===== config.mk =====
export PLATFORM = sky130hd
export DESIGN_NAME = cpu_ctrl
export DESIGN_NICKNAME = d
export VERILOG_FILES = /design/src/design/cpu_ctrl_pkg.sv /design/src/design/ctrl_word_if.sv /design/src/design/console_seq.sv /design/src/design/instr_decoder.sv /design/src/design/cpu_ctrl.sv
export VERILOG_INCLUDE_DIRS = /design/src /design/src/design
export SDC_FILE = /design/constraint.sdc
export NUM_CORES = 1
export LEC_CHECK = 0
export BUFFER_PORTS_ARGS = -buffer_cell sky130_fd_sc_hd__buf_2
export CORE_AREA = 2 2 58 60
export DETAILED_ROUTE_END_ITERATION = 12
export DIE_AREA = 0 0 60 62
export GPL_ROUTABILITY_DRIVEN = 0
export PLACE_DENSITY_LB_ADDON = 0.1
export SETUP_SLACK_MARGIN = 0.1
export SLEW_MARGIN = 20
export SYNTH_ARGS = -nofsm -noshare
export SYNTH_HDL_FRONTEND = slang
export SYNTH_SLANG_ARGS = --single-unit

===== constraint.sdc =====
create_clock -name t3 -period 1.8 [get_ports t3]
set_input_delay 0.27 -clock t3 [delete_from_list [all_inputs] [get_ports t3]]
set_output_delay 0.27 -clock t3 [all_outputs]
set_load 0.02 [all_outputs]

===== src/design/cpu_ctrl_consts.svh =====
`ifndef CPU_CTRL_CONSTS_SVH
`define CPU_CTRL_CONSTS_SVH

// Console switch codes
`define CPU_SW_RUN      3'b000
`define CPU_SW_WR_MEM   3'b001
`define CPU_SW_RD_MEM   3'b010
`define CPU_SW_RD_REG   3'b011
`define CPU_SW_WR_REG   3'b100

// Upper opcode field, 1011 left unused
`define CPU_OP_ADD      4'b0001
`define CPU_OP_SUB      4'b0010
`define CPU_OP_AND      4'b0011
`define CPU_OP_INC      4'b0100
`define CPU_OP_LD       4'b0101
`define CPU_OP_ST       4'b0110
`define CPU_OP_JC       4'b0111
`define CPU_OP_JZ       4'b1000
`define CPU_OP_JMP      4'b1001
`define CPU_OP_OUT      4'b1010
`define CPU_OP_OR       4'b1100
`define CPU_OP_XOR      4'b1101
`define CPU_OP_STP      4'b1110

// ALU S field, used together with M and CIN
`define ALU_FN_ADD      4'b1001
`define ALU_FN_SUB      4'b0110
`define ALU_FN_AND      4'b1011
`define ALU_FN_INC      4'b0000
`define ALU_FN_PASS_A   4'b1010
`define ALU_FN_PASS_B   4'b1111
`define ALU_FN_OR       4'b1110
`define ALU_FN_XOR      4'b0110  // Same code as SUB, M tells them apart

`define REG_SEL_RD_PAIR0 4'b0001 // R0 on A, R1 on B
`define REG_SEL_RD_PAIR1 4'b1011 // R2 on A, R3 on B

`endif


===== src/design/cpu_ctrl_pkg.sv =====
package cpu_ctrl_pkg;

    // Console switch code SW[2:0]
    typedef logic [2:0] console_sw_t;

    // Upper four instruction register bits
    typedef logic [3:0] opcode_t;

    // ALU function select S[3:0]
    typedef logic [3:0] alu_fn_t;

    // Register file select, {A select, B select}
    typedef logic [3:0] reg_sel_t;

    // Machine beat lines
    // bit 0 is W1, bit 1 is W2, bit 2 is W3
    typedef logic [2:0] beat_t;

    // Console operation pass
    typedef enum logic {
        PHASE_SETUP = 1'b0,  // Address or first register pair
        PHASE_RUN   = 1'b1   // Data transfer pass
    } phase_t;

endpackage


===== src/design/ctrl_word_if.sv =====
interface ctrl_word_if;

    logic ldc;       // Load carry flag
    logic ldz;       // Load zero flag
    logic cin;
    logic m;         // ALU logic mode
    logic abus;      // ALU onto data bus
    logic drw;       // Register file write
    logic pcinc;
    logic lpc;
    logic lar;
    logic pcadd;
    logic arinc;
    logic selctl;    // Console drives register select
    logic memw;
    logic stop;
    logic lir;
    logic sbus;      // Switches onto data bus
    logic mbus;      // Memory onto data bus
    logic short_cyc; // Skip W2
    logic long_cyc;  // Add W3
    cpu_ctrl_pkg::alu_fn_t  s;
    cpu_ctrl_pkg::reg_sel_t sel;

    modport src (
        output ldc, ldz, cin, m, abus, drw, pcinc, lpc, lar, pcadd, arinc,
        output selctl, memw, stop, lir, sbus, mbus, short_cyc, long_cyc,
        output s, sel
    );

    modport sink (
        input ldc, ldz, cin, m, abus, drw, pcinc, lpc, lar, pcadd, arinc,
        input selctl, memw, stop, lir, sbus, mbus, short_cyc, long_cyc,
        input s, sel
    );

endinterface


===== src/design/console_seq.sv =====
`include "cpu_ctrl_consts.svh"

module console_seq (
    input  logic                     t3,
    input  logic                     rst_n,
    input  cpu_ctrl_pkg::console_sw_t sw,
    input  cpu_ctrl_pkg::beat_t       w,
    ctrl_word_if.src                 con_word,
    output logic                     run_mode
);

    cpu_ctrl_pkg::phase_t phase;
    logic                 set_run;
    logic                 in_setup;
    logic                 in_run;

    assign in_setup = (phase == cpu_ctrl_pkg::PHASE_SETUP);
    assign in_run   = (phase == cpu_ctrl_pkg::PHASE_RUN);

    assign run_mode = rst_n && (sw == `CPU_SW_RUN);

    // Phase moves on the falling edge of t3, set has priority
    always_ff @(negedge t3 or negedge rst_n) begin
        if (!rst_n) begin
            phase <= cpu_ctrl_pkg::PHASE_SETUP;
        end else if (set_run) begin
            phase <= cpu_ctrl_pkg::PHASE_RUN;
        end else if (sw == `CPU_SW_WR_REG && in_run && w[1]) begin
            phase <= cpu_ctrl_pkg::PHASE_SETUP;
        end
    end

    always_comb begin
        set_run            = 1'b0;
        con_word.ldc       = 1'b0;
        con_word.ldz       = 1'b0;
        con_word.cin       = 1'b0;
        con_word.m         = 1'b0;
        con_word.abus      = 1'b0;
        con_word.drw       = 1'b0;
        con_word.pcinc     = 1'b0;
        con_word.lpc       = 1'b0;
        con_word.lar       = 1'b0;
        con_word.pcadd     = 1'b0;
        con_word.arinc     = 1'b0;
        con_word.selctl    = 1'b0;
        con_word.memw      = 1'b0;
        con_word.stop      = 1'b0;
        con_word.lir       = 1'b0;
        con_word.sbus      = 1'b0;
        con_word.mbus      = 1'b0;
        con_word.short_cyc = 1'b0;
        con_word.long_cyc  = 1'b0;
        con_word.s         = '0;
        con_word.sel       = '0;

        if (rst_n) begin
            case (sw)
                `CPU_SW_WR_MEM: begin
                    con_word.lar       = w[0] && in_setup; // Address first
                    con_word.memw      = w[0] && in_run;
                    con_word.arinc     = w[0] && in_run;
                    con_word.sbus      = w[0];
                    con_word.stop      = w[0];
                    con_word.short_cyc = w[0];
                    con_word.selctl    = w[0];
                    set_run            = w[0];
                end
                `CPU_SW_RD_MEM: begin
                    con_word.sbus      = w[0] && in_setup;
                    con_word.lar       = w[0] && in_setup;
                    set_run            = w[0] && in_setup;
                    con_word.mbus      = w[0] && in_run;
                    con_word.arinc     = w[0] && in_run;
                    con_word.stop      = w[0];
                    con_word.short_cyc = w[0];
                    con_word.selctl    = w[0];
                end
                `CPU_SW_RD_REG: begin
                    con_word.selctl = w[0] || w[1];
                    con_word.stop   = w[0] || w[1];
                    if (w[1]) begin
                        con_word.sel = `REG_SEL_RD_PAIR1;
                    end else if (w[0]) begin
                        con_word.sel = `REG_SEL_RD_PAIR0;
                    end
                end
                `CPU_SW_WR_REG: begin
                    con_word.sbus   = w[0] || w[1];
                    con_word.selctl = w[0] || w[1];
                    con_word.drw    = w[0] || w[1];
                    con_word.stop   = w[0] || w[1];
                    set_run         = w[1] && in_setup;
                    // R0,R1 in setup, R2,R3 in run
                    con_word.sel[3] = in_run;
                    con_word.sel[2] = w[1];
                    con_word.sel[1] = in_setup ? w[0] : w[1];
                    con_word.sel[0] = w[0];
                end
                default: begin
                    set_run = 1'b0; // Run mode is the decoder's
                end
            endcase
        end
    end

endmodule


===== src/design/instr_decoder.sv =====
`include "cpu_ctrl_consts.svh"

module instr_decoder (
    input  logic                  run_mode,
    input  cpu_ctrl_pkg::opcode_t ir,
    input  logic                  c,
    input  logic                  z,
    input  cpu_ctrl_pkg::beat_t   w,
    ctrl_word_if.src              run_word
);

    always_comb begin
        run_word.ldc       = 1'b0;
        run_word.ldz       = 1'b0;
        run_word.cin       = 1'b0;
        run_word.m         = 1'b0;
        run_word.abus      = 1'b0;
        run_word.drw       = 1'b0;
        run_word.pcinc     = 1'b0;
        run_word.lpc       = 1'b0;
        run_word.lar       = 1'b0;
        run_word.pcadd     = 1'b0;
        run_word.arinc     = 1'b0;
        run_word.selctl    = 1'b0;
        run_word.memw      = 1'b0;
        run_word.stop      = 1'b0;
        run_word.lir       = 1'b0;
        run_word.sbus      = 1'b0;
        run_word.mbus      = 1'b0;
        run_word.short_cyc = 1'b0;
        run_word.long_cyc  = 1'b0;
        run_word.s         = '0;
        run_word.sel       = '0;

        if (run_mode) begin
            // Fetch on W1
            run_word.lir   = w[0];
            run_word.pcinc = w[0];

            case (ir)
                `CPU_OP_ADD: begin
                    run_word.s    = `ALU_FN_ADD;
                    run_word.cin  = w[1];
                    run_word.abus = w[1];
                    run_word.drw  = w[1];
                    run_word.ldz  = w[1];
                    run_word.ldc  = w[1];
                end
                `CPU_OP_SUB: begin
                    run_word.s    = `ALU_FN_SUB;
                    run_word.abus = w[1];
                    run_word.drw  = w[1];
                    run_word.ldz  = w[1];
                    run_word.ldc  = w[1];
                end
                `CPU_OP_AND: begin
                    run_word.s    = `ALU_FN_AND;
                    run_word.m    = w[1];
                    run_word.abus = w[1];
                    run_word.drw  = w[1];
                    run_word.ldz  = w[1];
                end
                `CPU_OP_INC: begin
                    run_word.s    = `ALU_FN_INC;
                    run_word.abus = w[1];
                    run_word.drw  = w[1];
                    run_word.ldz  = w[1];
                    run_word.ldc  = w[1];
                end
                `CPU_OP_LD: begin
                    run_word.s        = `ALU_FN_PASS_A;
                    run_word.m        = w[1];
                    run_word.abus     = w[1];
                    run_word.lar      = w[1]; // Address from A
                    run_word.long_cyc = w[1];
                    run_word.drw      = w[2];
                    run_word.mbus     = w[2];
                end
                `CPU_OP_ST: begin
                    // B is the address on W2, A is the data on W3
                    run_word.s        = w[1] ? `ALU_FN_PASS_B : `ALU_FN_PASS_A;
                    run_word.m        = w[1] || w[2];
                    run_word.abus     = w[1] || w[2];
                    run_word.lar      = w[1];
                    run_word.long_cyc = w[1];
                    run_word.memw     = w[2];
                end
                `CPU_OP_JC: begin
                    run_word.pcadd = w[1] && c;
                end
                `CPU_OP_JZ: begin
                    run_word.pcadd = w[1] && z;
                end
                `CPU_OP_JMP: begin
                    run_word.s    = `ALU_FN_PASS_B;
                    run_word.m    = w[1];
                    run_word.abus = w[1];
                    run_word.lpc  = w[1];
                end
                `CPU_OP_OUT: begin
                    run_word.s    = `ALU_FN_PASS_A;
                    run_word.m    = w[1];
                    run_word.abus = w[1];
                end
                `CPU_OP_OR: begin
                    run_word.s    = `ALU_FN_OR;
                    run_word.m    = w[1];
                    run_word.abus = w[1];
                    run_word.drw  = w[1];
                    run_word.ldz  = w[1];
                end
                `CPU_OP_XOR: begin
                    run_word.s    = `ALU_FN_XOR;
                    run_word.m    = w[1];
                    run_word.abus = w[1];
                    run_word.drw  = w[1];
                    run_word.ldz  = w[1];
                end
                `CPU_OP_STP: begin
                    run_word.stop = w[1];
                end
                default: begin
                    run_word.s = '0; // NOP and unused codes
                end
            endcase
        end
    end

endmodule


===== src/design/cpu_ctrl.sv =====
module cpu_ctrl (
    input  logic                      t3,
    input  logic                      rst_n,
    input  logic                      c,
    input  logic                      z,
    input  cpu_ctrl_pkg::console_sw_t sw,
    input  cpu_ctrl_pkg::opcode_t     ir,
    input  cpu_ctrl_pkg::beat_t       w,
    output logic                      ldc,
    output logic                      ldz,
    output logic                      cin,
    output logic                      m,
    output logic                      abus,
    output logic                      drw,
    output logic                      pcinc,
    output logic                      lpc,
    output logic                      lar,
    output logic                      pcadd,
    output logic                      arinc,
    output logic                      selctl,
    output logic                      memw,
    output logic                      stop,
    output logic                      lir,
    output logic                      sbus,
    output logic                      mbus,
    output logic                      short_cyc,
    output logic                      long_cyc,
    output cpu_ctrl_pkg::alu_fn_t     s,
    output cpu_ctrl_pkg::reg_sel_t    sel
);

    logic run_mode;

    ctrl_word_if con_word ();
    ctrl_word_if run_word ();

    console_seq u_console (
        .t3       (t3),
        .rst_n    (rst_n),
        .sw       (sw),
        .w        (w),
        .con_word (con_word.src),
        .run_mode (run_mode)
    );

    instr_decoder u_decoder (
        .run_mode (run_mode),
        .ir       (ir),
        .c        (c),
        .z        (z),
        .w        (w),
        .run_word (run_word.src)
    );

    // Only one word is active at a time
    assign ldc       = con_word.ldc       | run_word.ldc;
    assign ldz       = con_word.ldz       | run_word.ldz;
    assign cin       = con_word.cin       | run_word.cin;
    assign m         = con_word.m         | run_word.m;
    assign abus      = con_word.abus      | run_word.abus;
    assign drw       = con_word.drw       | run_word.drw;
    assign pcinc     = con_word.pcinc     | run_word.pcinc;
    assign lpc       = con_word.lpc       | run_word.lpc;
    assign lar       = con_word.lar       | run_word.lar;
    assign pcadd     = con_word.pcadd     | run_word.pcadd;
    assign arinc     = con_word.arinc     | run_word.arinc;
    assign selctl    = con_word.selctl    | run_word.selctl;
    assign memw      = con_word.memw      | run_word.memw;
    assign stop      = con_word.stop      | run_word.stop;
    assign lir       = con_word.lir       | run_word.lir;
    assign sbus      = con_word.sbus      | run_word.sbus;
    assign mbus      = con_word.mbus      | run_word.mbus;
    assign short_cyc = con_word.short_cyc | run_word.short_cyc;
    assign long_cyc  = con_word.long_cyc  | run_word.long_cyc;
    assign s         = con_word.s         | run_word.s;
    assign sel       = con_word.sel       | run_word.sel;

endmodule


==> Word level (Yosys, flattened, before mapping) <==
Cells that the tools add are included.
{ "word_totals": {"reg_bits": 1, "input_bits": 14, "out_inout_bits": 27, "elab_cells": 98} }
{ "op_classes": {"n_eq_ne": 17, "mux": 53, "n_bitwise": 6, "n_reduce_logical": 21} }
{ "op_table": {"columns": ["op", "n"], "rows": [
  ["$mux 1", 40],
  ["$pmux 4 s7", 1],
  ["$eq 4x4->1 const B", 6],
  ["$eq 4x3->1 const B", 4],
  ["$mux 4", 3],
  ["$reduce_or 6->1", 2],
  ["$pmux 1 s2", 5],
  ["$reduce_or 2->1", 5],
  ["$reduce_or 9->1", 1],
  ["$eq 4x2->1 const B", 2],
  ["$logic_and 1x1->1", 8],
  ["$pmux 4 s2", 1],
  ["$eq 3x2->1 const B", 2],
  ["$pmux 1 s3", 2],
  ["$or 1x1->1", 5],
  ["$eq 4x1->1 const B", 1],
  ["$eq 3x1->1 const B", 1],
  ["$eq 3x3->1 const B", 1],
  ["$logic_not 3->1", 1],
  ["$mux 3", 1],
  ["$reduce_or 3->1", 1],
  ["$logic_or 1x1->1", 2],
  ["$reduce_bool 2->1", 1],
  ["$not 1->1", 1]
]} }

==> Longest topological paths before layout <==
{ "logic_depth": {"word_depth": 5, "mapped_depth": 5, "depth_no_buf": 4} }

==> By module <==
A second synthesis with hierarchy kept.
{ "hier_totals": {"cells_unflattened": 177, "area_unflattened_um2": 1136.1} }
{ "modules_own_cells": {"columns": ["mod", "instances", "cells_each", "area_each_um2", "seq_area_each_um2"], "rows": [
  ["instr_decoder", 1, 74, 501.7, 0.0],
  ["console_seq", 1, 76, 465.4, 25.0],
  ["cpu_ctrl", 1, 27, 168.9, 0.0]
]} }

==> flow_summary.json <==
{
  "ys_seq_area_share_pct": 3.31,
  "ant_nets": 0,
  "hpwl_um": 1950,
  "cts.clk_slew.worst_paths_ps": 0,
  "drv_cap": 0,
  "synth_flop_cell": "dfrtn_1",
  "post-route-drc-count": 0,
  "fp.dieArea_mm2": 0.00372,
  "viasPerCell": 4.86,
  "tightest_slew_ps": 423,
  "hold_buffers": 0,
  "synth_cells": 116,
  "io_buffers": 40,
  "finalWirelength_um": 2700,
  "row_count": 21,
  "highest_layer": "met4",
  "seqCellArea_um2": 25.0,
  "n_antenna_cell": 0,
  "start_util_pct": 23.8,
  "core_mm2": 0.00318,
  "grt-ovfl-total": 0,
  "cp.arrival_ps": 1870,
  "hold_path.class": "register to register",
  "rsz0062_at_grt": "yes",
  "synth-async-reset-ratio_pct": 100,
  "setup_viol": 9,
  "synth_fp_nets": 130,
  "areaGrowthSynthToFinish_pct": 100,
  "ir_worst_vdd_uv": 110,
  "power.leakage_nw": 0.663,
  "firstDrtPassIters": 4,
  "synth.avg_cell_area_um2": 6.51,
  "power_density_mw_per_mm2": 196,
  "synth.distinct_cells": 44,
  "drtIter0Drc": 32,
  "fin_ws_ps": -343,
  "nets": 192,
  "ios": 41,
  "wirelength_met1_um": 1230,
  "via_count": 1080,
  "start_kind": "register",
  "skew_ps": 0,
  "first_global_vias": 991,
  "dieWidth_um": 60,
  "grt_max_degree": 16,
  "pre_cts_slack_ps": -428,
  "status": "complete, but fails checks",
  "nFillCells": 328,
  "clkLatencyLatePin_ps": 0,
  "netlist_area_um2": 756,
  "multi_input_comb_area_um2": 796,
  "antenna_found_initial": 0,
  "violations": "negative setup slack",
  "ys.warnings.count": 0,
  "maxSlewViolCount": 0,
  "synth-seq-cells": 1,
  "cp_max_fo": 6,
  "largest_reg_flops": 1,
  "grt.total_usage_pct": 15.0,
  "required_ps": 1530,
  "wl_per_cell_um": 12.1,
  "timing.hold.ws_ps": 746,
  "hold_viol": 0,
  "synth_edf_count": 0,
  "dieHeight_um": 62,
  "dr_wl_met2_um": 1340,
  "met3WireLength_um": 110,
  "critPathCaptureType": "primary output",
  "drive_above_1_share_pct": 60.2,
  "critical_path_class": "register to primary output",
  "grt_first_pass_wirelength_um": 4460,
  "slew-limit-headroom_pct": 71.7
}
[worst max-delay path, cell delays in order, from the launching register on]
cell and delay [ps]:
dfrtn_1 480, buf_4 140, nor2_1 40, o21a_2 190, buf_6 120
[path summary, 6_finish.rpt]
| check | endpoint | cells after the start | slack, ps | start |
|---|---|---|---|---|
| max in group asynchronous | u_console.in_run | 1 | 790 | rst_n |
| min in group asynchronous | u_console.in_run | 1 | 860 | rst_n |
| max | sbus | 4 | -340 | u_console.in_run |
| min reg2reg | u_console.in_run | 2 | 750 | u_console.in_run |
| min | u_console.in_run | 2 | 750 | u_console.in_run |
| max reg2reg | u_console.in_run | 4 | 720 | u_console.in_run |
[cell usage in the layout, fill, tap and decap left out, drive strengths merged, types with 2 or more instances in the layout]
| cell type | n |
|---|---|
| o22ai | 2 |
| nand2b | 5 |
| buf | 71 |
| and3 | 2 |
| xnor2 | 2 |
| and2 | 3 |
| a21oi | 9 |
| inv | 3 |
| nand4b | 2 |
| nand3b | 5 |
| o21ai | 10 |
| nor2b | 8 |
| nand2 | 8 |
| nor3 | 6 |
| nor2 | 10 |
| nand4 | 3 |
| o21a | 4 |
| nand3 | 4 |
| o211ai | 2 |
[power by group]
group | leakage [nW] | internal, mW | switching, mW
clock | 0 | 0 | 0
sequential | 0.0138 | 0.0242 | 0.00191
combinational | 0.649 | 0.135 | 0.136
total | 0.663 | 0.159 | 0.138
[area by class of cell]
class / instances / area share [%]
timing repair buffer: 72 / 41.2
inverter: 3 / 0.744
sequential: 1 / 1.65
tap: 46 / 3.80
multi-input combinational: 100 / 52.6
[synthesized netlist by cell type, drive strengths merged (3+ instances only)]
| library cell | instances | area (um2) |
|---|---|---|
| nor3 | 6 | 35.0 |
| buf | 9 | 66.3 |
| a21oi | 9 | 45.0 |
| inv | 3 | 11.3 |
| nand2b | 5 | 38.8 |
| nor2b | 8 | 50.1 |
| and2 | 3 | 20.0 |
| nor2 | 10 | 40.0 |
| nand4 | 3 | 18.8 |
| o21ai | 10 | 50.0 |
| nand3b | 5 | 37.5 |
| clkbuf | 3 | 11.3 |
| nand3 | 4 | 20.0 |
| o21a | 4 | 30.0 |
| nand2 | 8 | 32.5 |
[layer usage]
layer | vias up | global-route usage (%)
li1 | 545 | -
met5 | - | 0
met4 | 0 | 0.952
met1 | 509 | 21.3
met2 | 24 | 25.9
met3 | 2 | 1.04
[repair_timing]
action	4_1_cts	5_1_grt
pin swaps	16	8
resized for setup	61	22
setup endpoints to repair	24	25
setup buffers	11	2
hold endpoints to repair	0	0
[cell families after synthesis]
logic type | count (synthesis) | share of synthesized area, %
DFF | 1 | 3.31
and+or+nand+nor | 62 | 52.2
buffers and inverters | 15 | 11.8
xor gates and xnor gates | 2 | 2.32
muxes | 1 | 1.32
AOI/OAI and AO/OA | 35 | 29.1
[metrics by stage]
| step | power (mW) | cells | instance area (um2) | utilization [%] | setup TNS [ps] |
|---|---|---|---|---|---|
| 3_5_place_dp | 0.229 | 209 | 1110 | 34.9 | -3500 |
| 4_1_cts | 0.281 | 220 | 1420 | 44.5 | -2420 |
| 3_3_place_gp | 0.228 | 209 | 1110 | 34.9 | -3380 |
| 6_report | 0.297 | 222 | 1510 | 47.6 | -2470 |
| 2_1_floorplan | 0.163 | 116 | 806 | - | -1740 |
| 5_1_grt | 0.321 | 222 | 1510 | 47.6 | -3080 |
(Power assumes the default switching activity.)
